### config.mk
export PLATFORM = sky130hd
export DESIGN_NAME = scratch_ctrl_fsm_flat
export DESIGN_NICKNAME = d
export VERILOG_FILES = /design/src/core_if_pkg.sv /design/src/mem_req_pkg.sv /design/src/mem_req_if.sv /design/src/scratch_ctrl_fsm.sv /design/src/flat_wrapper.sv
export VERILOG_INCLUDE_DIRS = /design/src /design/src/include
export SDC_FILE = /design/constraint.sdc
export NUM_CORES = 1
export LEC_CHECK = 0
export BUFFER_PORTS_ARGS = -buffer_cell sky130_fd_sc_hd__buf_2
export CAP_MARGIN = 25
export CORE_AREA = 2 2 151 153
export DETAILED_ROUTE_END_ITERATION = 10
export DIE_AREA = 0 0 153 155
export HOLD_SLACK_MARGIN = 0.12
export SLEW_MARGIN = 20
export SYNTH_ARGS = -nofsm -noshare
export SYNTH_HDL_FRONTEND = slang
export SYNTH_SLANG_ARGS = --single-unit
### constraint.sdc
create_clock -name clk_i -period 6.4 [get_ports clk_i]
set_clock_uncertainty 0.2 [all_clocks]
set_input_delay 0.32 -clock clk_i [delete_from_list [all_inputs] [get_ports clk_i]]
set_output_delay 0.32 -clock clk_i [all_outputs]
set_load 0.005 [all_outputs]
### src/include/amo_port_consts.svh
`ifndef AMO_PORT_CONSTS_SVH
`define AMO_PORT_CONSTS_SVH

// Scratchpad depth in 64-bit words
`define AMO_MEM_WORDS 256

// Byte address width, covers the whole scratchpad
`define AMO_ADDR_W 11

// Cycles an LR reservation stays valid after it is taken
`define AMO_LR_TIMEOUT 64

`endif

### src/core_if_pkg.sv
package core_if_pkg;

  // Atomic operations as issued by the core
  typedef enum logic [3:0] {
    AMO_LR   = 4'h0,
    AMO_SC   = 4'h1,
    AMO_SWAP = 4'h2,
    AMO_ADD  = 4'h3,
    AMO_AND  = 4'h4,
    AMO_OR   = 4'h5,
    AMO_XOR  = 4'h6,
    AMO_MAX  = 4'h7,
    AMO_MAXU = 4'h8,
    AMO_MIN  = 4'h9,
    AMO_MINU = 4'hA
  } amo_op_e;

  // Access size, log2 of the byte count
  typedef enum logic [1:0] {
    SIZE_BYTE   = 2'd0,
    SIZE_HALF   = 2'd1,
    SIZE_WORD   = 2'd2,
    SIZE_DOUBLE = 2'd3
  } access_size_e;

endpackage

### src/mem_req_pkg.sv
package mem_req_pkg;

  // Operations on the memory request stream
  typedef enum logic [3:0] {
    MEM_LOAD     = 4'h0,
    MEM_STORE    = 4'h1,
    MEM_AMO_LR   = 4'h2,
    MEM_AMO_SC   = 4'h3,
    MEM_AMO_SWAP = 4'h4,
    MEM_AMO_ADD  = 4'h5,
    MEM_AMO_AND  = 4'h6,
    MEM_AMO_OR   = 4'h7,
    MEM_AMO_XOR  = 4'h8,
    MEM_AMO_MAX  = 4'h9,
    MEM_AMO_MAXU = 4'hA,
    MEM_AMO_MIN  = 4'hB,
    MEM_AMO_MINU = 4'hC
  } mem_op_e;

  // Request tag, echoed on the response
  typedef logic [3:0] mem_tid_t;

  // Tag reserved for atomic requests
  localparam mem_tid_t AMO_TID = 4'hF;

  // Scratchpad controller states
  typedef enum logic [1:0] {
    ST_IDLE   = 2'd0,
    ST_READ   = 2'd1,
    ST_MODIFY = 2'd2,
    ST_RESP   = 2'd3
  } ctrl_state_e;

endpackage

### src/mem_req_if.sv
`timescale 1ns/1ps
`include "amo_port_consts.svh"

interface mem_req_if;
  import core_if_pkg::*;
  import mem_req_pkg::*;

  // Request channel
  logic                   req_valid;
  logic                   req_ready;
  mem_op_e                req_op;
  logic [`AMO_ADDR_W-1:0] req_addr;
  logic [63:0]            req_wdata;
  logic [7:0]             req_be;
  access_size_e           req_size;
  mem_tid_t               req_tid;
  logic                   req_need_rsp;

  // Response channel, single-cycle pulse
  logic                   rsp_valid;
  logic [63:0]            rsp_rdata;
  mem_tid_t               rsp_tid;

  modport requester (
    output req_valid, req_op, req_addr, req_wdata, req_be, req_size, req_tid, req_need_rsp,
    input  req_ready, rsp_valid, rsp_rdata, rsp_tid
  );

  modport responder (
    input  req_valid, req_op, req_addr, req_wdata, req_be, req_size, req_tid, req_need_rsp,
    output req_ready, rsp_valid, rsp_rdata, rsp_tid
  );

endinterface

### src/scratch_ctrl_fsm.sv
`timescale 1ns/1ps
`include "amo_port_consts.svh"

module scratch_ctrl_fsm (
  input  logic                   clk_i,
  input  logic                   reset_i,
  mem_req_if.responder           mem,
  // Data unit side
  output logic                   rd_en_o,
  output logic                   wr_en_o,
  output logic [`AMO_ADDR_W-4:0] word_addr_o,
  output logic [63:0]            wdata_o,
  output logic [7:0]             be_o,
  output mem_req_pkg::mem_op_e   op_o,
  input  logic [63:0]            rdata_i,
  input  logic [63:0]            alu_result_i,
  // Reservation timer side
  output logic                   resv_set_o,
  output logic                   resv_clear_o,
  output logic [`AMO_ADDR_W-4:0] resv_addr_o,
  input  logic                   resv_valid_i,
  input  logic                   resv_hit_i
);
  import mem_req_pkg::*;

  ctrl_state_e            state_q;
  ctrl_state_e            state_d;
  mem_op_e                op_q;
  logic [`AMO_ADDR_W-4:0] addr_q;
  logic [63:0]            wdata_q;
  logic [7:0]             be_q;
  mem_tid_t               tid_q;
  logic                   need_rsp_q;
  logic                   sc_fail_q;
  logic                   accept;
  logic                   is_amo;
  logic                   sc_ok;

  assign accept = mem.req_valid & mem.req_ready;
  assign is_amo = (op_q != MEM_LOAD) && (op_q != MEM_STORE);
  assign sc_ok  = resv_valid_i & resv_hit_i;

  always_comb begin
    state_d = state_q;
    unique case (state_q)
      ST_IDLE: begin
        // Stores skip the read
        if (accept) begin
          state_d = (mem.req_op == MEM_STORE) ? ST_MODIFY : ST_READ;
        end
      end
      ST_READ: begin
        if (op_q == MEM_LOAD) begin
          state_d = need_rsp_q ? ST_RESP : ST_IDLE;
        end else begin
          state_d = ST_MODIFY;
        end
      end
      ST_MODIFY: state_d = need_rsp_q ? ST_RESP : ST_IDLE;
      ST_RESP:   state_d = ST_IDLE;
      default:   state_d = ST_IDLE;
    endcase
  end

  always_ff @(posedge clk_i) begin
    if (reset_i) begin
      state_q <= ST_IDLE;
    end else begin
      state_q <= state_d;
    end
  end

  // Request capture
  always_ff @(posedge clk_i) begin
    if (accept) begin
      op_q       <= mem.req_op;
      addr_q     <= mem.req_addr[`AMO_ADDR_W-1:3];
      wdata_q    <= mem.req_wdata;
      be_q       <= mem.req_be;
      tid_q      <= mem.req_tid;
      need_rsp_q <= mem.req_need_rsp;
    end
    // SC verdict taken before MODIFY drops the reservation
    if (state_q == ST_MODIFY) begin
      sc_fail_q <= ~sc_ok;
    end
  end

  assign mem.req_ready = (state_q == ST_IDLE);

  assign rd_en_o     = (state_q == ST_READ);
  assign wr_en_o     = (state_q == ST_MODIFY) &&
                       ((op_q == MEM_STORE) ||
                        (is_amo && (op_q != MEM_AMO_LR) && ((op_q != MEM_AMO_SC) || sc_ok)));
  assign word_addr_o = addr_q;
  // Raw operand during READ so the data unit can latch it
  assign wdata_o     = (state_q == ST_MODIFY && is_amo) ? alu_result_i : wdata_q;
  assign be_o        = be_q;
  assign op_o        = op_q;

  // Any write to the reserved word, and every SC, ends the reservation
  assign resv_set_o   = (state_q == ST_MODIFY) && (op_q == MEM_AMO_LR);
  assign resv_clear_o = (state_q == ST_MODIFY) &&
                        ((op_q == MEM_AMO_SC) || (wr_en_o && resv_hit_i));
  assign resv_addr_o  = addr_q;

  assign mem.rsp_valid = (state_q == ST_RESP);
  assign mem.rsp_rdata = (op_q == MEM_AMO_SC) ? {63'b0, sc_fail_q} : rdata_i;
  assign mem.rsp_tid   = tid_q;

  // Response latency counted from the accepting edge
  load_rsp_a : assert property (@(posedge clk_i) disable iff (reset_i)
    accept && (mem.req_op == MEM_LOAD) && mem.req_need_rsp |-> ##2 mem.rsp_valid)
    else $error("load response missing two cycles after acceptance");

  amo_rsp_a : assert property (@(posedge clk_i) disable iff (reset_i)
    accept && !(mem.req_op inside {MEM_LOAD, MEM_STORE}) && mem.req_need_rsp
    |-> ##3 mem.rsp_valid)
    else $error("AMO response missing three cycles after acceptance");

endmodule

### src/flat_wrapper.sv
// flat-port wrapper written by rule: the top's interface ports become plain ports
module scratch_ctrl_fsm_flat import mem_req_pkg::*;
  (clk_i, reset_i, rd_en_o, wr_en_o, word_addr_o, wdata_o, be_o, op_o, rdata_i, alu_result_i, resv_set_o, resv_clear_o, resv_addr_o, resv_valid_i, resv_hit_i, mem_req_valid, mem_req_op, mem_req_addr, mem_req_wdata, mem_req_be, mem_req_size, mem_req_tid, mem_req_need_rsp, mem_req_ready, mem_rsp_valid, mem_rsp_rdata, mem_rsp_tid);
  mem_req_if mem_i ();
  input  logic clk_i;
  input  logic reset_i;
  output logic rd_en_o;
  output logic wr_en_o;
  output logic [`AMO_ADDR_W-4:0] word_addr_o;
  output logic [63:0] wdata_o;
  output logic [7:0] be_o;
  output mem_req_pkg::mem_op_e op_o;
  input  logic [63:0] rdata_i;
  input  logic [63:0] alu_result_i;
  output logic resv_set_o;
  output logic resv_clear_o;
  output logic [`AMO_ADDR_W-4:0] resv_addr_o;
  input  logic resv_valid_i;
  input  logic resv_hit_i;
  input wire logic [$bits(mem_i.req_valid)-1:0] mem_req_valid;
  input wire logic [$bits(mem_i.req_op)-1:0] mem_req_op;
  input wire logic [$bits(mem_i.req_addr)-1:0] mem_req_addr;
  input wire logic [$bits(mem_i.req_wdata)-1:0] mem_req_wdata;
  input wire logic [$bits(mem_i.req_be)-1:0] mem_req_be;
  input wire logic [$bits(mem_i.req_size)-1:0] mem_req_size;
  input wire logic [$bits(mem_i.req_tid)-1:0] mem_req_tid;
  input wire logic [$bits(mem_i.req_need_rsp)-1:0] mem_req_need_rsp;
  output wire logic [$bits(mem_i.req_ready)-1:0] mem_req_ready;
  output wire logic [$bits(mem_i.rsp_valid)-1:0] mem_rsp_valid;
  output wire logic [$bits(mem_i.rsp_rdata)-1:0] mem_rsp_rdata;
  output wire logic [$bits(mem_i.rsp_tid)-1:0] mem_rsp_tid;
  assign mem_i.req_valid = mem_req_valid;
  assign mem_i.req_op = mem_req_op;
  assign mem_i.req_addr = mem_req_addr;
  assign mem_i.req_wdata = mem_req_wdata;
  assign mem_i.req_be = mem_req_be;
  assign mem_i.req_size = mem_req_size;
  assign mem_i.req_tid = mem_req_tid;
  assign mem_i.req_need_rsp = mem_req_need_rsp;
  assign mem_req_ready = mem_i.req_ready;
  assign mem_rsp_valid = mem_i.rsp_valid;
  assign mem_rsp_rdata = mem_i.rsp_rdata;
  assign mem_rsp_tid = mem_i.rsp_tid;
  scratch_ctrl_fsm u_core (.clk_i(clk_i), .reset_i(reset_i), .mem(mem_i), .rd_en_o(rd_en_o), .wr_en_o(wr_en_o), .word_addr_o(word_addr_o), .wdata_o(wdata_o), .be_o(be_o), .op_o(op_o), .rdata_i(rdata_i), .alu_result_i(alu_result_i), .resv_set_o(resv_set_o), .resv_clear_o(resv_clear_o), .resv_addr_o(resv_addr_o), .resv_valid_i(resv_valid_i), .resv_hit_i(resv_hit_i));
endmodule
==> metrics.md <==
| Metric | Value |
|---|---|
| Worst setup margin | `3.11 ns` |
| Antenna Violating Nets Remaining | `0` |
| Final period util | `0.513` |
| Nets | `969` |
| Pwr/cell area | `roughly 220 mW/mm^2` |
| Core footprint | `0.0222 sq mm` |
| Minimum clock period after layout | `3.29 ns` |
| DR pass1 iterations | `4` |
| Final hold vios | `0` |
| Worst setup SP type | `register` |
| Peak supply drop | `approximately 0.19 mV` |
| Kind of critical path | `reg -> out` |
| Layout cells sized above 1 | `0.636` |
| Starting Density | `0.201` |
| CTS Buf Count | `9` |
| Cell Rows | `55` |
| Final GP Congestion | `0.723` |
| DIE HEIGHT | `around 160 microns` |
| Post-DP HPWL | `12.0 mm` |
| GRT Util Overall | `0.125` |
| Slew Viols, Final | `0` |
| Worst path required time | `5.88 ns` |
| Grt total ovfl | `0` |
| Actual slew at the worst max-slew pin | `0.830 ns` |
| Overall die area | `0.0237 sq mm` |
| Routed vias | `roughly 4k` |
| Gate Count Post-Synth | `271` |
| Setup TNS | `0 ns` |
| RSZ-0062 raised after global routing | `false` |
| Register area share after synthesis | `0.613` |
| Fmax | `0.304 GHz` |
| Outcome | `completed` |
| Met2 WL post-DR | `approximately 8 mm` |
| Synth unique cells | `25` |
| CTS root buf | `clkbuf_16` |
| Ports | `393` |
| Clk pin slew, worst setup/hold paths | `0.07 ns` |
| Die Width | `~150 microns` |
| CTS Hold Bufs | `92` |
| Crit path capture type | `output pin` |
| Synth warn | `0` |
| IO Port Bufs | `387` |
| CTS tree | `built` |
| Top sig layer | `met4` |
| Final setup viols | `0` |
| Global-route wire length before repair | `~23 mm` |
| Post-CTS resize count | `0` |
| Min-delay worst type | `in -> reg` |
| Crit Path Max Fanout | `36` |
| Synth Net Count | `498` |
| DRC violations left | `0` |
| Clock Path Buffers | `2` |
| Initial antenna violation count | `1` |
| Normalized max-slew margin | `0.446` |
| Worst EP arrival | `roughly 2.8 ns` |
| Area Overhead vs Synth | `75.5%` |
| Vias in the first global route | `around 4.2k` |
| Final WL | `15.6 mm` |
| Syn Area/Cell | `16.5 sq um` |
| Vias per std cell | `between 3 and 4` |
| Htree depth | `3` |
| Met3 WL post-DR | `~1.3 mm` |
| Max_cap viols | `0` |
| Routed len/inst | `15.1 microns` |
| Largest net degree at the start of global routing | `65` |
| Initial drt markers | `169` |
| Worst skew pair latency | `0.33 ns` |
| Pre-CTS WS | `3.44 ns` |
| Synthesized area | `0.00448 sq mm` |
| Leakage power | `about 3.6 nW` |
| Clock sink total | `92` |
| Synth Register Bits | `92` |
| WL met1 | `5.85 mm` |
| Number of post-CTS setup repair buffers | `0` |
[metrics by stage]
stage / area [sq um] / std cells / hold slack [ns] / util / power [W]
global placement: 6600 / 924 / 0.296 / 0.297 / 0.00115
CTS: 7850 / 1032 / 0.181 / 0.353 / 0.00179
detailed placement: 6600 / 924 / 0.298 / 0.297 / 0.00116
finish: 7850 / 1033 / 0.190 / 0.353 / 0.00177
global route: 7850 / 1033 / 0.202 / 0.353 / 0.00185
floorplan: 4480 / 271 / 0.192 / - / 0.000970
[flip-flops by register name, indices dropped and copies added (netlist names)]
signal	count
u_core.need_rsp_q	1
u_core.op_o	4
u_core.wdata_q	64
u_core.be_o	8
u_core.mem.rsp_tid	4
u_core.resv_addr_o	8
u_core.state_q	2
u_core.sc_fail_q	1
[worst paths after layout]
| path | from | to | slack (ns) | depth (start not counted) |
|---|---|---|---|---|
| max | u_core.op_o[1] | wdata_o[62] | 3.11 | 5 |
| min | mem_req_valid | u_core.state_q[1] | 0.19 | 4 |
| max reg2reg | u_core.state_q[1] | u_core.wdata_q[37] | 4.05 | 3 |
| min reg2reg | u_core.need_rsp_q | u_core.state_q[0] | 0.40 | 2 |
[critical path, stage by stage, from the launching register on]
cell      delay, ns
edfxtp_1       0.55
nor3_4         0.11
nor2_8         0.53
buf_4          0.65
mux2_2         0.41
buf_2          0.13
[cells by family after synthesis]
logic type,after synthesis,synth area share
buffers and inverters,24,0.0439
AOI/OAI and AO/OA,6,0.00950
DFF,92,0.613
and+or+nand+nor,84,0.120
muxes,65,0.214
[layout make-up]
type,count,area (sq um)
clock inverters,6,93.8
fillers,2203,14400
multi-input cells,155,1540
inverters,3,11.3
diodes,1,2.50
clock buffers,10,229
repair buffers,481,2870
well taps,285,357
flip-flops and latches,92,2740
[power by group]
group          switching [W]  internal, W  total [W]
clock               0.000234     0.000346   0.000580
combinational       0.000171     0.000251   0.000423
sequential         0.0000264     0.000736   0.000762
total               0.000432      0.00133    0.00177
[cell usage after synthesis (all sizes together)]
master  instances  area, sq um
a21bo           1         10.0
a21oi           2         10.0
a311oi          1         8.76
and2            2         12.5
and3            1         6.26
and4            1         8.76
buf            21          185
dfxtp           2         40.0
edfxtp         90         2700
inv             3         11.3
mux2           65          957
nand2           3         11.3
nand2b          1         13.8
nand3           2         10.0
nor2            4         31.3
nor2b          64          400
nor3            5         36.3
nor4            1         6.26
o21ai           1         5.00
o41ai           1         8.76
[per-layer routing]
| layer | vias up | global-route usage |
|---|---|---|
| met5 | - | 0 |
| li1 | 1917 | - |
| met1 | 1863 | 0.138 |
| met3 | 18 | 0.0384 |
| met2 | 222 | 0.225 |
| met4 | 0 | 0.0520 |
[cells in the final DEF (no fill, tap or decap), types with 2 or more instances in the layout]
cell / instances
nor2b_1: 64
buf_2: 387
mux2_2: 5
mux2_4: 60
nand3_1: 2
dlygate4sd3_1: 92
nand2_1: 3
buf_4: 2
a21oi_1: 2
inv_6: 2
nor2_1: 3
edfxtp_1: 90
bufinv_16: 2
clkbuf_16: 9
dfxtp_1: 2
nor3_1: 4
inv_1: 3
No activity file was read; power rests on OpenSTA's default activity.
