==> config.mk <==
export PLATFORM = sky130hd
export DESIGN_NAME = lr_reservation_timer
export DESIGN_NICKNAME = d
export VERILOG_FILES = /design/src/lr_reservation_timer.sv
export VERILOG_INCLUDE_DIRS = /design/src /design/src/include
export SDC_FILE = /design/constraint.sdc
export NUM_CORES = 1
export LEC_CHECK = 0
export BUFFER_PORTS_ARGS = -buffer_cell sky130_fd_sc_hd__clkbuf_2
export CAP_MARGIN = 20
export CORE_MARGIN = 3
export CORE_UTILIZATION = 30
export CTS_BUF_LIST = sky130_fd_sc_hd__clkbuf_8
export CTS_CLUSTER_SIZE = 10
export DETAILED_ROUTE_END_ITERATION = 10
export PLACE_DENSITY = 0.48
export SETUP_SLACK_MARGIN = 0.05
export SLEW_MARGIN = 15
export SYNTH_ARGS = -nofsm -noshare
export SYNTH_HDL_FRONTEND = slang
export SYNTH_SLANG_ARGS = --single-unit
export TNS_END_PERCENT = 50
==> constraint.sdc <==
create_clock -name clk_i -period 3.3 [get_ports clk_i]
set_input_delay 0.33 -clock clk_i [delete_from_list [all_inputs] [get_ports clk_i]]
set_output_delay 0.33 -clock clk_i [all_outputs]
set_load 0.01 [all_outputs]
==> src/include/amo_port_consts.svh <==
`ifndef AMO_PORT_CONSTS_SVH
`define AMO_PORT_CONSTS_SVH

// Scratchpad depth in 64-bit words
`define AMO_MEM_WORDS 256

// Byte address width, covers the whole scratchpad
`define AMO_ADDR_W 11

// Cycles an LR reservation stays valid after it is taken
`define AMO_LR_TIMEOUT 64

`endif

==> src/lr_reservation_timer.sv <==
`timescale 1ns/1ps
`include "amo_port_consts.svh"

module lr_reservation_timer (
  input  logic                   clk_i,
  input  logic                   reset_i,
  input  logic                   set_i,
  input  logic                   clear_i,
  input  logic [`AMO_ADDR_W-4:0] addr_i,
  input  logic [`AMO_ADDR_W-4:0] check_addr_i,
  output logic                   valid_o,
  output logic                   hit_o
);
  localparam int CNT_W = $clog2(`AMO_LR_TIMEOUT + 1);

  logic [CNT_W-1:0]       count_q;
  logic                   valid_q;
  logic [`AMO_ADDR_W-4:0] addr_q;

  always_ff @(posedge clk_i) begin
    if (reset_i) begin
      valid_q <= 1'b0;
      count_q <= '0;
    end else if (set_i) begin
      valid_q <= 1'b1;
      count_q <= CNT_W'(`AMO_LR_TIMEOUT);
    end else if (clear_i) begin
      valid_q <= 1'b0;
      count_q <= '0;
    end else if (valid_q) begin
      count_q <= count_q - 1'b1;
      // Expires as the count reaches zero
      if (count_q == CNT_W'(1)) begin
        valid_q <= 1'b0;
      end
    end
  end

  always_ff @(posedge clk_i) begin
    if (set_i) begin
      addr_q <= addr_i;
    end
  end

  assign valid_o = valid_q;
  assign hit_o   = valid_q && (check_addr_i == addr_q);

endmodule

==> results.json, run 1 <==
{
  "status": "finished clean",
  "peakVddDrop_v": 0.000322,
  "cts_sinks": 16,
  "insertion_delay_ns": 0.25,
  "first_iter_violations": 6,
  "diodes": 0,
  "grt_usage_pct": 8.58,
  "setup-violations-final": 0,
  "crit_path_max_fanout": 1,
  "endpoint_kind": "output pin",
  "layout_common_cells": "clkbuf_2 (21), xnor2_1 (10), edfxtp_1 (8), dfxtp_1 (8), inv_1 (5)",
  "critical_path_class": "flip-flop to output pin",
  "antenna_found_initial": 0,
  "grt_first_pass_wirelength_um": 1770,
  "hold_class": "input pin to flip-flop",
  "syn-num-nets": 86,
  "synthCells": 64,
  "die-area_um2": 3020,
  "clock_path_buffers": 2,
  "synth_area_um2": 719,
  "clkSlewWorstSetupHoldPaths_ns": 0.06,
  "worstPathArrival_ns": 1.23,
  "htreeDepth": 1,
  "required_ns": 2.97,
  "synth_warnings": 0,
  "r2r-start": "valid_o",
  "rrSetupSlack_ns": 1.89,
  "cp_top_family": "flip-flops",
  "crit_path_start_kind": "flip-flop",
  "ioPinCount": 22,
  "synth.largest_area_cell": "edfxtp_1",
  "core-area_um2": 2230,
  "finalNonFillerCells": 115,
  "hold_buffers": 0,
  "wl_um": 1170,
  "die_h_um": 55.0,
  "fp.dieW_um": 55.0,
  "synth.area.top_cells": "edfxtp_1 (33%), dfxtp_1 (22%), xnor2_1 (12%)",
  "grt-ovfl-total": 0,
  "hold_path_depth": 1,
  "io_buffers": 21,
  "ys_seq_elements": 16,
  "routedWlPerCell_um": 10.1,
  "num_rows": 17,
  "drc": 0,
  "viasPerCell": 4.43,
  "rsz0062_at_grt": "false",
  "final_layout_size_suffix_gt1_share_pct": 27.6,
  "cts_setup_buffers": 0,
  "final_common_cell": "clkbuf_2",
  "slowest_stage": "edfxtp_1",
  "timing.slew.headroom_pct": 75.6,
  "layout.nets": 110,
  "synth.avg_cell_area_um2": 11.2,
  "tightest_slew_ns": 0.361,
  "fin_crit_ns": 1.56,
  "crit_buf_inv": 1,
  "p_leak_nw": 0.351,
  "start_util_pct": 32.2,
  "tns_ns": 0,
  "cts_made_buffers": 3,
  "hold_viol": 0,
  "r2r_cells": 3,
  "endpoint": "hit_o",
  "clock-root-buffer": "clkbuf_8",
  "cap_violations": 0,
  "power.total_uw": 417,
  "path_depth": 4,
  "report.final.slew_viol_count": 0,
  "vias": 509,
  "fmax_ghz": 0.640,
  "synth.distinct_cells": 24,
  "critPathLaunch": "addr_q[1]",
  "drtAntennaViolNets": 0,
  "synth.yosys.seq_area_share_pct": 55.7,
  "grt_max_degree": 12,
  "cts_tree": "yes",
  "areaGrowthSynthToFinish_pct": 24.2,
  "dp.cells": 111,
  "post_cts_resized": 0,
  "first_global_vias": 400,
  "fin_skew_ns": 0.00203,
  "pwr_density_cell_nw_per_um2": 467,
  "r2r_end": "count_q[5]",
  "drt_first_pass_iters": 2,
  "fin_crit_sh_pct": 47.3,
  "synth_top_area_share_pct": 33.4,
  "slowest_delay_ns": 0.38,
  "dp_hpwl_um": 918,
  "gp_congestion": 0.727,
  "crit_chain": "xnor2_1, nand4_1, nor3_1, clkbuf_2"
}
==> cells by family after synthesis <==
logic type      synth area share [%]
simple gates                    15.3
fa+ha+maj                       3.48
flops                           55.7
buf+inv                         4.17
compound gates                  8.00
xor+xnor                        13.4
==> sequential cells by signal, summed over array words and instances (netlist names) <==
register / flops
count_q: 7
addr_q: 8
valid_o: 1
==> per-layer routing <==
layer	GRT usage, %	wire length [um]
met4	2.43	0
met5	0	0
met3	4.29	113
met2	13.0	519
met1	10.8	533
==> synthesized netlist by cell type, drive strengths merged <==
cell type / instances
a21oi: 3
o21ai: 2
nand2b: 1
o31ai: 1
or3b: 1
nand2: 2
o311ai: 2
dfxtp: 8
xor2: 1
nor3b: 1
edfxtp: 8
or4: 2
xnor2: 10
nor4b: 1
nand3: 1
clkbuf: 1
buf: 1
inv: 5
nor2: 4
a211oi: 1
nor3: 1
ha: 2
nand4: 1
or3: 4
==> metrics by stage <==
| step | area, um2 | hold slack [ns] | util [%] | setup slack (ns) |
|---|---|---|---|---|
| 6_report | 893 | 0.257 | 40.0 | 1.74 |
| 5_1_grt | 893 | 0.249 | 40.0 | 1.65 |
| 4_1_cts | 893 | 0.248 | 40.0 | 1.72 |
| 3_5_place_dp | 848 | 0.483 | 38.0 | 1.89 |
| 3_3_place_gp | 848 | 0.472 | 38.0 | 1.88 |
| 2_1_floorplan | 719 | 0.399 | - | 1.91 |
==> cell type report <==
| type | instances | area, um2 |
|---|---|---|
| sequential | 16 | 400 |
| tap | 28 | 35.0 |
| clock inverter | 1 | 3.75 |
| inverter | 5 | 18.8 |
| fill | 235 | 1340 |
| clock buffer | 3 | 41.3 |
| multi-input combinational | 41 | 289 |
| timing repair buffer | 21 | 105 |
==> report_power, final <==
group / internal [mW] / leakage [nW] / switching [mW]
Combinational: 0.0254 / 0.185 / 0.0186
Sequential: 0.221 / 0.144 / 0.00734
Clock: 0.0824 / 0.0231 / 0.0624
Total: 0.329 / 0.351 / 0.0884
==> how the worst min path moves through the flow <==
stage	start	endpoint	slack, ns
5_1_grt	addr_i[5]	addr_q[5]	0.25
2_1_floorplan	reset_i	valid_o	0.40
3_5_place_dp	count_q[4]	count_q[4]	0.48
4_1_cts	addr_i[0]	addr_q[0]	0.25
3_3_place_gp	count_q[4]	count_q[4]	0.47
6_report	addr_i[7]	addr_q[7]	0.26
Note: power is estimated with default switching activity, not from simulation.
==> inputs of run 2 (changes only) <==
==> constraint.sdc (replaced) <==
create_clock -name clk_i -period 1.6 [get_ports clk_i]
set_input_delay 0.16 -clock clk_i [delete_from_list [all_inputs] [get_ports clk_i]]
set_output_delay 0.16 -clock clk_i [all_outputs]
set_load 0.01 [all_outputs]
==> run 2 against run 1 <==
  * Critical path depth fell by 1
  * Final area rose by 1.7%
  * Largest cell class unchanged
  * Combinational power rose by 130%
  * Clock power rose by 100%
==> results.json, run 2 (synthesis results as in run 1) <==
{
  "slowest_stage": "or4_1",
  "cts_sinks": 16,
  "die_h_um": 55.0,
  "first_iter_violations": 5,
  "areaGrowthSynthToFinish_pct": 26.3,
  "regMostFlops": "addr_q",
  "layout_common_cells": "clkbuf_2 (21), xnor2_1 (10), edfxtp_1 (8), dfxtp_1 (8), inv_1 (6)",
  "cts_tree": "yes",
  "antenna_found_initial": 0,
  "layout.nets": 112,
  "first_global_vias": 454,
  "peakVddDrop_v": 0.000632,
  "drt_first_pass_iters": 2,
  "cts_made_buffers": 3,
  "tightest_slew_ns": 0.420,
  "grt_usage_pct": 9.48,
  "tns_ns": 0,
  "slowest_delay_ns": 0.56,
  "crit_path_max_fanout": 4,
  "required_ns": 1.73,
  "fin_crit_sh_pct": 87.1,
  "largest_reg_flops": 8,
  "diodes": 0,
  "clock-root-buffer": "clkbuf_8",
  "insertion_delay_ns": 0.25,
  "post_cts_resized": 0,
  "fin_crit_ns": 1.39,
  "worstPathArrival_ns": 1.52,
  "start_util_pct": 32.2,
  "dp.cells": 113,
  "ioPinCount": 22,
  "setup-violations-final": 0,
  "status": "finished clean",
  "rsz0062_at_grt": "false",
  "final_common_cell": "clkbuf_2",
  "report.final.slew_viol_count": 0,
  "final_layout_size_suffix_gt1_share_pct": 29.2,
  "gp_congestion": 0.706,
  "cap_violations": 0,
  "vias": 533,
  "clock_path_buffers": 2,
  "grt_max_degree": 11,
  "hold_viol": 0,
  "wl_um": 1280,
  "crit_chain": "or4_1, o311ai_0, a21oi_1",
  "critical_path_class": "flip-flop to flip-flop",
  "die-area_um2": 3020,
  "timing.slew.headroom_pct": 71.6,
  "p_leak_nw": 0.365,
  "grt_first_pass_wirelength_um": 1930,
  "core-area_um2": 2230,
  "pwr_density_cell_nw_per_um2": 951,
  "viasPerCell": 4.56,
  "rrSetupSlack_ns": 0.21,
  "routedWlPerCell_um": 10.9,
  "fin_skew_ns": 0.00730,
  "clkSlewWorstSetupHoldPaths_ns": 0.06,
  "fp.dieW_um": 55.0,
  "cts_setup_buffers": 0,
  "io_buffers": 21,
  "crit_path_start_kind": "flip-flop",
  "grt-ovfl-total": 0,
  "hold_class": "input pin to flip-flop",
  "finalNonFillerCells": 117,
  "drtAntennaViolNets": 0,
  "drc": 0,
  "dp_hpwl_um": 1010,
  "endpoint_kind": "flip-flop",
  "htreeDepth": 1,
  "fmax_ghz": 0.718,
  "hold_buffers": 0,
  "num_rows": 17
}
run 2: area by class of cell:
| type | instances | area (um2) |
|---|---|---|
| clock buffers | 3 | 41.3 |
| clock inverters | 1 | 3.75 |
| fillers | 229 | 1330 |
| inverters | 5 | 18.8 |
| multi-input cells | 41 | 289 |
| flip-flops and latches | 16 | 400 |
| well taps | 28 | 35.0 |
| repair buffers | 23 | 120 |
run 2: routing by layer:
metal | vias up | track usage [%] | share of wire, %
met1 | 240 | 11.6 | 45
met5 | - | 0 | 0
met2 | 16 | 14.2 | 47
li1 | 275 | - | -
met4 | 0 | 7.29 | 1.5
met3 | 2 | 2.41 | 6.9
run 2: final timing paths:
path / startpoint / to / depth (start not counted)
worst max-delay path: count_q[4] / valid_o / 3
worst min-delay path: addr_i[0] / addr_q[0] / 1
worst max register to register: count_q[4] / valid_o / 3
worst min register to register: count_q[4] / count_q[4] / 2
run 2: critical path: cells and delay by family (launching register included):
kind	cells	cell delay, ns
AO/OA/AOI/OAI	2	0.41
AND/OR/NAND/NOR	1	0.56
flip-flops	1	0.32
run 2: metrics by stage:
| stage | utilization (%) | hold WS [ns] | setup WS [ns] | power, mW | instance area, um2 |
|---|---|---|---|---|---|
| after CTS | 40.7 | 0.0792 | 0.196 | 0.881 | 908 |
| final | 40.7 | 0.0841 | 0.207 | 0.864 | 908 |
| after detailed placement | 38.7 | 0.339 | 0.207 | 0.579 | 863 |
| after global routing | 40.7 | 0.0762 | 0.0712 | 0.917 | 908 |
| after global placement | 38.7 | 0.337 | 0.219 | 0.578 | 863 |
| after floorplan | - | 0.229 | 0.215 | 0.534 | 719 |
run 2: power breakdown:
group	internal, mW	switching, mW	total [mW]
Sequential	0.456	0.0121	0.469
Clock	0.170	0.126	0.296
Combinational	0.0561	0.0442	0.100
==> inputs of run 3 (changes only) <==
--- a/config.mk
+++ b/config.mk
@@ -13,7 +13,7 @@
 export CTS_BUF_LIST = sky130_fd_sc_hd__clkbuf_8
 export CTS_CLUSTER_SIZE = 10
 export DETAILED_ROUTE_END_ITERATION = 10
-export PLACE_DENSITY = 0.48
+export PLACE_DENSITY = 0.5
 export SETUP_SLACK_MARGIN = 0.05
 export SLEW_MARGIN = 15
 export SYNTH_ARGS = -nofsm -noshare
==> constraint.sdc (replaced) <==
create_clock -name clk_i -period 1.2 [get_ports clk_i]
set_input_delay 0.12 -clock clk_i [delete_from_list [all_inputs] [get_ports clk_i]]
set_output_delay 0.12 -clock clk_i [all_outputs]
set_load 0.01 [all_outputs]
==> run 3 against run 2 <==
  * The run now ends with negative setup slack left
  * Clock-buffer cell count did not move
  * Via count increased by 4.9%
  * Register-to-register slack worse by 0.33 ns
==> results.json, run 3 (synthesis results as in run 1) <==
{
  "status": "complete, but fails checks",
  "violations": "negative setup slack",
  "intPower_uw": 934,
  "power.total_mw": 1.20,
  "crit_path_max_fanout": 3,
  "regMostFlops": "addr_q",
  "critical_path_class": "flip-flop to flip-flop",
  "areaGrowthSynthToFinish_pct": 43.8,
  "p_switching_uw": 262,
  "insertion_delay_ns": 0.25,
  "wl_um": 1410,
  "timing.final.ws_setup_ns": -0.128,
  "required_ns": 1.32,
  "busiest_layer": "met2",
  "seqPwrFrac_pct": 52.4,
  "use_met3_pct": 2.95,
  "cap_violations": 0,
  "fin_crit_sh_pct": 111,
  "grt_usage_pct": 9.67,
  "htreeDepth": 1,
  "layout_common_cells": "clkbuf_2 (20), xnor2_1 (10), buf_4 (10), edfxtp_1 (8), inv_1 (6)",
  "hold_viol": 0,
  "whs_ns": 0.0443,
  "use_met1_pct": 11.3,
  "hold_buffers": 0,
  "drtAntennaViolNets": 0,
  "die-area_um2": 3020,
  "r2r_cells": 3,
  "clock_path_buffers": 2,
  "timing.slew.headroom_pct": 82.0,
  "hold_path_depth": 1,
  "core-area_um2": 2230,
  "cts_sinks": 16,
  "num_rows": 17,
  "grt_max_degree": 11,
  "antenna_found_initial": 0,
  "layout.nets": 120,
  "r2r-start": "count_q[4]",
  "report.final.slew_viol_count": 0,
  "final_common_cell": "clkbuf_2",
  "drt_first_pass_iters": 2,
  "viasPerCell": 4.47,
  "hp-start": "addr_i[3]",
  "cts_made_buffers": 3,
  "tns_ns": -0.347,
  "die_h_um": 55.0,
  "post-route-util_pct": 46.3,
  "endpoint_kind": "flip-flop",
  "grt-ovfl-total": 0,
  "combPwrFrac_pct": 14.3,
  "gp_congestion": 0.658,
  "final_layout_size_suffix_gt1_share_pct": 50.5,
  "first_iter_violations": 5,
  "vias": 559,
  "largest_reg_flops": 8,
  "setup-violations-final": 5,
  "diodes": 0,
  "clock-root-buffer": "clkbuf_8",
  "first_global_vias": 518,
  "fin_skew_ns": 0.00729,
  "switching_share_pct": 21.9,
  "r2r_end": "valid_o",
  "p_leak_nw": 0.415,
  "crit_path_start_kind": "flip-flop",
  "start_util_pct": 32.2,
  "cts_tree": "yes",
  "clkSlewWorstSetupHoldPaths_ns": 0.06,
  "met2_usage_pct": 15.9,
  "grt_first_pass_wirelength_um": 2050,
  "tightest_slew_ns": 0.269,
  "ioPinCount": 22,
  "hold_class": "input pin to flip-flop",
  "p_clk_share_pct": 33.3,
  "min_to": "addr_q[3]",
  "fin_crit_ns": 1.33,
  "fmax_ghz": 0.753,
  "rrSetupSlack_ns": -0.13,
  "fp.dieW_um": 55.0,
  "io_buffers": 21,
  "dp_hpwl_um": 1080,
  "rsz0062_at_grt": "true",
  "peakVddDrop_v": 0.000818,
  "drc": 0,
  "cts_setup_buffers": 0,
  "pwr_density_cell_nw_per_um2": 1160,
  "worstPathArrival_ns": 1.45,
  "routedWlPerCell_um": 11.2
}
==> run 3: layout make-up <==
class	count	area, um2
well taps	28	35.0
multi-input cells	41	350
inverters	5	18.8
flip-flops and latches	16	405
fillers	217	1200
repair buffers	31	180
clock inverters	1	3.75
clock buffers	3	41.3
==> run 3: power by group through the flow <==
stage	combinational (mW)	clock [mW]	sequential, mW
after global placement	0.147	0	0.636
final	0.171	0.398	0.627
after global routing	0.191	0.438	0.629
after floorplan	0.0808	0	0.636
after detailed placement	0.151	0	0.636
after CTS	0.156	0.415	0.625
==> run 3: critical path, cell delays in order, from the launching register on <==
cell	delay (ns)
dfxtp_2	0.32
or4_4	0.57
o311ai_4	0.22
a21oi_1	0.10
==> run 3: timing repair <==
item | 4_1_cts | 5_1_grt
cloned | 0 | 0
gates resized for setup | 5 | 12
pin swaps | 8 | 4
setup endpoints to repair | 6 | 7
==> run 3: per-layer routing <==
| metal | routed length [um] | up-vias |
|---|---|---|
| li1 | - | 293 |
| met1 | 587 | 249 |
| met2 | 689 | 15 |
| met3 | 112 | 2 |
| met4 | 16 | 0 |
| met5 | 0 | - |
==> run 3: worst max-delay path by stage <==
stage / startpoint / to / slack (ns)
floorplan: valid_o / count_q[5] / -0.07
global placement: count_q[4] / valid_o / -0.09
detailed placement: count_q[4] / valid_o / -0.11
CTS: addr_q[1] / hit_o / -0.16
global route: addr_q[1] / hit_o / -0.22
finish: count_q[4] / valid_o / -0.13
==> run 3: stage by stage <==
stage	std cells	setup slack, ns	instance area (um2)
after floorplan	64	-0.0724	728
after global placement	121	-0.0852	928
after detailed placement	121	-0.111	928
after CTS	125	-0.164	983
after global routing	125	-0.221	1030
final	125	-0.128	1030
