$ cat src/include/amo_port_consts.svh
`ifndef AMO_PORT_CONSTS_SVH
`define AMO_PORT_CONSTS_SVH

// Scratchpad depth in 64-bit words
`define AMO_MEM_WORDS 256

// Byte address width, covers the whole scratchpad
`define AMO_ADDR_W 11

// Cycles an LR reservation stays valid after it is taken
`define AMO_LR_TIMEOUT 64

`endif

$ cat src/core_if_pkg.sv
package core_if_pkg;

  // Atomic operations as issued by the core
  typedef enum logic [3:0] {
    AMO_LR   = 4'h0,
    AMO_SC   = 4'h1,
    AMO_SWAP = 4'h2,
    AMO_ADD  = 4'h3,
    AMO_AND  = 4'h4,
    AMO_OR   = 4'h5,
    AMO_XOR  = 4'h6,
    AMO_MAX  = 4'h7,
    AMO_MAXU = 4'h8,
    AMO_MIN  = 4'h9,
    AMO_MINU = 4'hA
  } amo_op_e;

  // Access size, log2 of the byte count
  typedef enum logic [1:0] {
    SIZE_BYTE   = 2'd0,
    SIZE_HALF   = 2'd1,
    SIZE_WORD   = 2'd2,
    SIZE_DOUBLE = 2'd3
  } access_size_e;

endpackage

$ cat src/mem_req_pkg.sv
package mem_req_pkg;

  // Operations on the memory request stream
  typedef enum logic [3:0] {
    MEM_LOAD     = 4'h0,
    MEM_STORE    = 4'h1,
    MEM_AMO_LR   = 4'h2,
    MEM_AMO_SC   = 4'h3,
    MEM_AMO_SWAP = 4'h4,
    MEM_AMO_ADD  = 4'h5,
    MEM_AMO_AND  = 4'h6,
    MEM_AMO_OR   = 4'h7,
    MEM_AMO_XOR  = 4'h8,
    MEM_AMO_MAX  = 4'h9,
    MEM_AMO_MAXU = 4'hA,
    MEM_AMO_MIN  = 4'hB,
    MEM_AMO_MINU = 4'hC
  } mem_op_e;

  // Request tag, echoed on the response
  typedef logic [3:0] mem_tid_t;

  // Tag reserved for atomic requests
  localparam mem_tid_t AMO_TID = 4'hF;

  // Scratchpad controller states
  typedef enum logic [1:0] {
    ST_IDLE   = 2'd0,
    ST_READ   = 2'd1,
    ST_MODIFY = 2'd2,
    ST_RESP   = 2'd3
  } ctrl_state_e;

endpackage

$ cat src/mem_req_if.sv
`timescale 1ns/1ps
`include "amo_port_consts.svh"

interface mem_req_if;
  import core_if_pkg::*;
  import mem_req_pkg::*;

  // Request channel
  logic                   req_valid;
  logic                   req_ready;
  mem_op_e                req_op;
  logic [`AMO_ADDR_W-1:0] req_addr;
  logic [63:0]            req_wdata;
  logic [7:0]             req_be;
  access_size_e           req_size;
  mem_tid_t               req_tid;
  logic                   req_need_rsp;

  // Response channel, single-cycle pulse
  logic                   rsp_valid;
  logic [63:0]            rsp_rdata;
  mem_tid_t               rsp_tid;

  modport requester (
    output req_valid, req_op, req_addr, req_wdata, req_be, req_size, req_tid, req_need_rsp,
    input  req_ready, rsp_valid, rsp_rdata, rsp_tid
  );

  modport responder (
    input  req_valid, req_op, req_addr, req_wdata, req_be, req_size, req_tid, req_need_rsp,
    output req_ready, rsp_valid, rsp_rdata, rsp_tid
  );

endinterface

$ cat src/core_port_adapter.sv
`timescale 1ns/1ps
`include "amo_port_consts.svh"

module core_port_adapter (
  input  logic                      clk_i,
  input  logic                      reset_i,
  // Load/store channel
  input  logic                      data_req_i,
  input  logic                      data_we_i,
  input  logic [`AMO_ADDR_W-1:0]    data_addr_i,
  input  logic [63:0]               data_wdata_i,
  input  logic [7:0]                data_be_i,
  input  core_if_pkg::access_size_e data_size_i,
  input  mem_req_pkg::mem_tid_t     data_id_i,
  output logic                      data_gnt_o,
  output logic                      data_rvalid_o,
  output logic [63:0]               data_rdata_o,
  output mem_req_pkg::mem_tid_t     data_rid_o,
  // Atomic channel
  input  logic                      amo_req_i,
  input  core_if_pkg::amo_op_e      amo_op_i,
  input  logic [`AMO_ADDR_W-1:0]    amo_addr_i,
  input  logic [63:0]               amo_operand_i,
  input  core_if_pkg::access_size_e amo_size_i,
  output logic                      amo_ack_o,
  output logic [63:0]               amo_result_o,
  mem_req_if.requester              mem
);
  import core_if_pkg::*;
  import mem_req_pkg::*;

  logic        amo_sel;
  logic        amo_is_word;
  logic        amo_hi;
  mem_op_e     amo_mem_op;
  logic [63:0] amo_wdata;
  logic [7:0]  amo_be;
  logic        rsp_is_amo;
  logic [31:0] amo_rsp_word;
  logic        amo_pending_q;

  // Core opcode to memory opcode
  always_comb begin
    unique case (amo_op_i)
      AMO_LR:   amo_mem_op = MEM_AMO_LR;
      AMO_SC:   amo_mem_op = MEM_AMO_SC;
      AMO_SWAP: amo_mem_op = MEM_AMO_SWAP;
      AMO_ADD:  amo_mem_op = MEM_AMO_ADD;
      AMO_AND:  amo_mem_op = MEM_AMO_AND;
      AMO_OR:   amo_mem_op = MEM_AMO_OR;
      AMO_XOR:  amo_mem_op = MEM_AMO_XOR;
      AMO_MAX:  amo_mem_op = MEM_AMO_MAX;
      AMO_MAXU: amo_mem_op = MEM_AMO_MAXU;
      AMO_MIN:  amo_mem_op = MEM_AMO_MIN;
      AMO_MINU: amo_mem_op = MEM_AMO_MINU;
      default:  amo_mem_op = MEM_LOAD;
    endcase
  end

  // AMO channel owns the mux while its request is up, even when masked
  assign amo_sel     = amo_req_i;
  assign amo_is_word = (amo_size_i == SIZE_WORD);
  assign amo_hi      = amo_addr_i[2];

  // Word operand goes to both halves, byte enables pick the live one
  assign amo_wdata = amo_is_word ? {2{amo_operand_i[31:0]}} : amo_operand_i;
  assign amo_be    = !amo_is_word ? 8'hFF : (amo_hi ? 8'hF0 : 8'h0F);

  assign mem.req_valid    = data_req_i | (amo_req_i & ~amo_pending_q);
  assign mem.req_op       = amo_sel ? amo_mem_op : (data_we_i ? MEM_STORE : MEM_LOAD);
  assign mem.req_addr     = amo_sel ? amo_addr_i : data_addr_i;
  assign mem.req_wdata    = amo_sel ? amo_wdata : data_wdata_i;
  assign mem.req_be       = amo_sel ? amo_be : data_be_i;
  assign mem.req_size     = amo_sel ? amo_size_i : data_size_i;
  assign mem.req_tid      = amo_sel ? AMO_TID : data_id_i;
  // Stores are posted
  assign mem.req_need_rsp = amo_sel | ~data_we_i;

  assign data_gnt_o = mem.req_ready & ~amo_sel;

  // Response routing by tag
  assign rsp_is_amo    = (mem.rsp_tid == AMO_TID);
  assign data_rvalid_o = mem.rsp_valid & ~rsp_is_amo;
  assign data_rdata_o  = mem.rsp_rdata;
  assign data_rid_o    = mem.rsp_tid;
  assign amo_ack_o     = mem.rsp_valid & rsp_is_amo;

  // Address is still held by the core when the result comes back
  assign amo_rsp_word = amo_hi ? mem.rsp_rdata[63:32] : mem.rsp_rdata[31:0];

  always_comb begin
    if (amo_op_i == AMO_SC) begin
      // SC status sits in bit 0
      amo_result_o = {63'b0, mem.rsp_rdata[0]};
    end else if (amo_is_word) begin
      amo_result_o = {{32{amo_rsp_word[31]}}, amo_rsp_word};
    end else begin
      amo_result_o = mem.rsp_rdata;
    end
  end

  // One atomic in flight, from acceptance until its ack
  always_ff @(posedge clk_i) begin
    if (reset_i) begin
      amo_pending_q <= 1'b0;
    end else if (amo_ack_o) begin
      amo_pending_q <= 1'b0;
    end else if (amo_sel && mem.req_valid && mem.req_ready) begin
      amo_pending_q <= 1'b1;
    end
  end

  one_channel_a : assert property (@(posedge clk_i) disable iff (reset_i)
    $onehot0({data_req_i, amo_req_i}))
    else $error("data and AMO requests raised together");

  // The mux relies on the core keeping the AMO up until its ack
  amo_held_a : assert property (@(posedge clk_i) disable iff (reset_i)
    amo_req_i && !amo_ack_o |=> amo_req_i)
    else $error("AMO request dropped before ack");

endmodule

$ cat src/flat_wrapper.sv
// flat-port wrapper written by rule: the top's interface ports become plain ports
module core_port_adapter_flat import core_if_pkg::*; import mem_req_pkg::*;
  (clk_i, reset_i, data_req_i, data_we_i, data_addr_i, data_wdata_i, data_be_i, data_size_i, data_id_i, data_gnt_o, data_rvalid_o, data_rdata_o, data_rid_o, amo_req_i, amo_op_i, amo_addr_i, amo_operand_i, amo_size_i, amo_ack_o, amo_result_o, mem_req_valid, mem_req_op, mem_req_addr, mem_req_wdata, mem_req_be, mem_req_size, mem_req_tid, mem_req_need_rsp, mem_req_ready, mem_rsp_valid, mem_rsp_rdata, mem_rsp_tid);
  mem_req_if mem_i ();
  input  logic clk_i;
  input  logic reset_i;
  input  logic data_req_i;
  input  logic data_we_i;
  input  logic [`AMO_ADDR_W-1:0] data_addr_i;
  input  logic [63:0] data_wdata_i;
  input  logic [7:0] data_be_i;
  input  core_if_pkg::access_size_e data_size_i;
  input  mem_req_pkg::mem_tid_t data_id_i;
  output logic data_gnt_o;
  output logic data_rvalid_o;
  output logic [63:0] data_rdata_o;
  output mem_req_pkg::mem_tid_t data_rid_o;
  input  logic amo_req_i;
  input  core_if_pkg::amo_op_e amo_op_i;
  input  logic [`AMO_ADDR_W-1:0] amo_addr_i;
  input  logic [63:0] amo_operand_i;
  input  core_if_pkg::access_size_e amo_size_i;
  output logic amo_ack_o;
  output logic [63:0] amo_result_o;
  output wire logic [$bits(mem_i.req_valid)-1:0] mem_req_valid;
  output wire logic [$bits(mem_i.req_op)-1:0] mem_req_op;
  output wire logic [$bits(mem_i.req_addr)-1:0] mem_req_addr;
  output wire logic [$bits(mem_i.req_wdata)-1:0] mem_req_wdata;
  output wire logic [$bits(mem_i.req_be)-1:0] mem_req_be;
  output wire logic [$bits(mem_i.req_size)-1:0] mem_req_size;
  output wire logic [$bits(mem_i.req_tid)-1:0] mem_req_tid;
  output wire logic [$bits(mem_i.req_need_rsp)-1:0] mem_req_need_rsp;
  input wire logic [$bits(mem_i.req_ready)-1:0] mem_req_ready;
  input wire logic [$bits(mem_i.rsp_valid)-1:0] mem_rsp_valid;
  input wire logic [$bits(mem_i.rsp_rdata)-1:0] mem_rsp_rdata;
  input wire logic [$bits(mem_i.rsp_tid)-1:0] mem_rsp_tid;
  assign mem_req_valid = mem_i.req_valid;
  assign mem_req_op = mem_i.req_op;
  assign mem_req_addr = mem_i.req_addr;
  assign mem_req_wdata = mem_i.req_wdata;
  assign mem_req_be = mem_i.req_be;
  assign mem_req_size = mem_i.req_size;
  assign mem_req_tid = mem_i.req_tid;
  assign mem_req_need_rsp = mem_i.req_need_rsp;
  assign mem_i.req_ready = mem_req_ready;
  assign mem_i.rsp_valid = mem_rsp_valid;
  assign mem_i.rsp_rdata = mem_rsp_rdata;
  assign mem_i.rsp_tid = mem_rsp_tid;
  core_port_adapter u_core (.clk_i(clk_i), .reset_i(reset_i), .data_req_i(data_req_i), .data_we_i(data_we_i), .data_addr_i(data_addr_i), .data_wdata_i(data_wdata_i), .data_be_i(data_be_i), .data_size_i(data_size_i), .data_id_i(data_id_i), .data_gnt_o(data_gnt_o), .data_rvalid_o(data_rvalid_o), .data_rdata_o(data_rdata_o), .data_rid_o(data_rid_o), .amo_req_i(amo_req_i), .amo_op_i(amo_op_i), .amo_addr_i(amo_addr_i), .amo_operand_i(amo_operand_i), .amo_size_i(amo_size_i), .amo_ack_o(amo_ack_o), .amo_result_o(amo_result_o), .mem(mem_i));
endmodule
$ cat config.mk
export PLATFORM = sky130hd
export DESIGN_NAME = core_port_adapter_flat
export DESIGN_NICKNAME = d
export VERILOG_FILES = /design/src/core_if_pkg.sv /design/src/mem_req_pkg.sv /design/src/mem_req_if.sv /design/src/core_port_adapter.sv /design/src/flat_wrapper.sv
export VERILOG_INCLUDE_DIRS = /design/src /design/src/include
export SDC_FILE = /design/constraint.sdc
export NUM_CORES = 1
export LEC_CHECK = 0
export ABC_AREA = 1
export BUFFER_PORTS_ARGS = -buffer_cell sky130_fd_sc_hd__buf_4
export CORE_AREA = 2 2 186 188
export CTS_CLUSTER_DIAMETER = 50
export DETAILED_ROUTE_END_ITERATION = 7
export DIE_AREA = 0 0 188 190
export GPL_TIMING_DRIVEN = 0
export RECOVER_POWER = 50
export SYNTH_ARGS = -nofsm -noshare
export SYNTH_HDL_FRONTEND = slang
export SYNTH_SLANG_ARGS = --single-unit
$ cat constraint.sdc
create_clock -name clk_i -period 1.05 [get_ports clk_i]
set_input_delay 0.105 -clock clk_i [delete_from_list [all_inputs] [get_ports clk_i]]
set_output_delay 0.105 -clock clk_i [all_outputs]
set_load 0.1 [all_outputs]
==> impl.org <==
** Critical path
- Setup CP Type :: in2out
- Measured in cells, the most critical reg-to-reg path has a length of 2.
- Highest net fanout along the worst path :: 7
- STA puts the critical path data required time at 0.94 ns.
- In this run the critical register-to-register path is launched from u_core.amo_pending_q$_SDFFE_PP0P_.
- The worst register-to-register path has a setup slack of roughly 0.34 ns.
- CP Launch Type :: input pin
- Timing endpoint of the critical path :: amo_result_o[21]
- The cell that appears most often on the critical path is sky130_fd_sc_hd__buf_12.
- The critical path goes through buf_12 > inv_12 > nor2_4 > buf_4 > buf_12 > nand2_8 > clkbuf_16 > nor2_2 > nor2_4 > buf_12.
- The endpoint identified for the worst register-to-register timing path is u_core.amo_pending_q$_SDFFE_PP0P_.
- Worst Setup End Kind :: output pin
- Worst Setup SP :: amo_size_i[1]
- CP max stage cell :: sky130_fd_sc_hd__clkbuf_16
- The largest single stage delay on the critical path is 0.19 ns.
- Crit path DAT :: 1.27 ns

** Status
- The checks that failed: negative setup slack.
- The run finished, with violations left.

** Cells and area
- Summing all non-filler instances in the final layout gives an area of 12550 um2.
- Number of flip-flops in the largest register :: 1
- Antenna Diode Count :: 0
- The filler cells instantiated in the layout total 3238.
- In the layout the commonest cells are 354 x sky130_fd_sc_hd__buf_4, 178 x sky130_fd_sc_hd__buf_12, 94 x sky130_fd_sc_hd__nand2_1.
- Leaving out fill and tap cells, the most frequent cell in the layout is sky130_fd_sc_hd__buf_4.
- Largest registers :: u_core.amo_pending_q x1
- The post-route netlist has between 80% and 90% of its cells at a drive strength greater than 1.
- Register ranked first by flip-flop count :: u_core.amo_pending_q
- Registers take 20.02 um2.
- Syn-to-layout area delta :: 348.4%
- Summing all multi-input logic gate instances after layout gives 4283 um2.
- Net count, final :: 1380

** Global route
- Largest net degree at the start of global routing :: 11
- Global routing used 14.86% of the available tracks.
- Via count of the first global-routing pass :: 6679
- Global-route wire length before repair :: approximately 40000 um
- Number of antenna violations at the first check in global routing :: 0
- Summed over all layers, the global routing overflow is 0.

** STA
- The tightest hold path in the finished design has a slack of 0.2919 ns.
- For the pin with the worst max-slew slack, the measured transition is 0.5551 ns.
- Setup repair after global routing could not meet its margin everywhere.
- In this run the tightest slew margin relative to its limit is 63.15%.
- After routing, the total negative slack on setup checks comes to -27.93 ns.
- Final Max Slew Viols :: 0
- After layout, the worst setup slack is -0.3274 ns.
- The number of failing hold endpoints at the final stage was 0.
- After layout, the minimum clock period comes to 1.377 ns.
- Of the available clock period, the critical path in the final layout requires 131.2%.
- The clock arrives with 0 ns of skew.
- Maximum clock rate :: 0.7260 GHz
- Setup violations remaining at the end of the flow were counted as 149.

** Yosys
- Of the post-synthesis cell area, the dominant cell type holds 30.98%.
- Cell area after technology mapping :: ~2800 um2
- Yosys mapped the design onto 20 distinct sky130hd cell types.
- Flip-flop and latch count after synthesis :: 1
- When the netlist entered floorplanning its net count stood at 851.
- Synthesis handed over a netlist of ~600 instances.
- Sequential cell area fraction in the yosys report :: 0.7152%
- Yosys printed 0 warnings.
- The biggest area contributor in the post-synthesis netlist is sky130_fd_sc_hd__nand2_1.
- Cells taking the most area after synthesis :: sky130_fd_sc_hd__nand2_1 31%, sky130_fd_sc_hd__buf_4 19%, sky130_fd_sc_hd__a21oi_1 18%
- Average footprint of a synthesized cell :: 4.634 um2

** Job
- The tool flagged a number of max-cap violations equal to 0.

** Place
- Prior to clock tree synthesis, the placed netlist has a worst setup slack of -1.072 ns.
- Final estimated routing congestion in global placement :: 0.8406
- Summed over all nets, the half-perimeter wirelength after detailed placement is 21570 um.
- During placement, the flow inserted port buffers numbering 474.
- Once placement finished, the instance area stood at 8377 um2.

** Pwr
- Leakage power summed over all cells :: 5.779 nW
- IR analysis of the VDD net gives a maximum drop of around 0.53 mV.
- Power per cell area :: 901.6 nW/um2

** Floorplanning
- Die Outline Area :: 35720 um2
- Die height :: around 190 um
- The initial utilization of the core area, before any placement, comes to under 10%.
- Placeable core region :: about 34000 um2
- IO Pins :: 475
- The floorplan has 68 rows.
- The die is about 190 um wide.

** Detailed routing
- Using the TritonRoute via totals, the vias-per-cell ratio works out to 3.943.
- Across all layers, the routed design uses 6254 vias.
- Detail Route Antenna Nets :: 0
- In the routed design, unresolved DRC markers number 0.
- Iter 0 DRT Violations :: between 150 and 200
- WL final :: between 20000 and 30000 um
- The pre-antenna-repair detailed-routing pass consisted of 4 iterations.
- Dividing the detail-routed wire length by the instance count gives 18.48 um.

** CTS
- The later pin in the worst-skew pair is clocked with a latency of 0 ns.
- Clock slew at reported path FFs :: 0 ns

** Worst hold path
- Worst Hold Class :: in2reg
layer usage:
layer | up-vias | wire [um] | global-route usage [%] | share of wire, %
li1 | 2920 | - | - | -
met1 | 2949 | 10620 | 16.53 | 36
met2 | 329 | 16000 | 29.31 | 55
met3 | 56 | 1610 | 1.789 | 5.5
met4 | 0 | 1081 | 4.240 | 3.7
met5 | - | 0 | 0 | 0
synth_stat cells:
library cell / number
sky130_fd_sc_hd__a21oi_1: 101
sky130_fd_sc_hd__buf_1: 3
sky130_fd_sc_hd__buf_2: 24
sky130_fd_sc_hd__buf_4: 70
sky130_fd_sc_hd__clkbuf_1: 15
sky130_fd_sc_hd__dfxtp_1: 1
sky130_fd_sc_hd__ha_1: 2
sky130_fd_sc_hd__inv_1: 5
sky130_fd_sc_hd__inv_2: 6
sky130_fd_sc_hd__nand2_1: 231
sky130_fd_sc_hd__nand2_2: 1
sky130_fd_sc_hd__nand3_1: 1
sky130_fd_sc_hd__nand4_1: 2
sky130_fd_sc_hd__nor2_1: 97
sky130_fd_sc_hd__nor2_4: 1
sky130_fd_sc_hd__nor3_1: 2
sky130_fd_sc_hd__o21ai_0: 6
sky130_fd_sc_hd__o21ai_1: 31
sky130_fd_sc_hd__o21bai_1: 1
sky130_fd_sc_hd__or2_2: 4
metrics by stage:
stage | power, mW | util, % | std cells
after floorplan | 6.568 | - | 604
after global placement | 8.764 | 24.68 | 1533
after detailed placement | 8.794 | 24.68 | 1533
after CTS | 11.11 | 35.77 | 1578
after global routing | 11.60 | 36.97 | 1586
final | 11.32 | 36.97 | 1586
worst min-delay path by stage:
| stage | to | from | cells after the start | slack [ns] |
|---|---|---|---|---|
| after floorplan | u_core.amo_pending_q$_SDFFE_PP0P_ | reset_i | 1 | 0.18 |
| after CTS | u_core.amo_pending_q$_SDFFE_PP0P_ | reset_i | 2 | 0.29 |
| after detailed placement | u_core.amo_pending_q$_SDFFE_PP0P_ | reset_i | 2 | 0.28 |
| final | u_core.amo_pending_q$_SDFFE_PP0P_ | reset_i | 2 | 0.29 |
| after global placement | u_core.amo_pending_q$_SDFFE_PP0P_ | reset_i | 2 | 0.27 |
| after global routing | u_core.amo_pending_q$_SDFFE_PP0P_ | reset_i | 2 | 0.29 |
layout make-up:
class / instances / area share [%]
Buffer: 110 / 9.680
Multi-Input combinational cell: 480 / 34.12
Inverter: 11 / 0.9670
Timing Repair Buffer: 529 / 50.53
Tap cell: 455 / 4.536
Sequential cell: 1 / 0.1595
critical path, delay by kind of cell:
family / cells / cell delay [ns]
buf+inv: 6 / 0.73
simple gates: 4 / 0.42
timing repair:
action	4_1_cts	5_1_grt
hold buffers	0	0
gates resized for setup	785	109
cloned	16	2
endpoints found under the setup margin	160	158
pin swaps	44	51
setup buffers	30	10
logic make-up after synthesis:
| logic type | synth area share (%) |
|---|---|
| compound gates | 24.94 |
| fa+ha+maj | 0.8939 |
| buf+inv | 26.96 |
| flops | 0.7153 |
| simple gates | 46.49 |
power breakdown:
group / switching, mW / total [mW] / leakage (nW) / internal [mW]
clock network: 0 / 0 / 0 / 0
logic: 7.23 / 11.3 / 5.77 / 4.04
registers: 0.00268 / 0.0442 / 0.00828 / 0.0415
(Power assumes the default switching activity.)
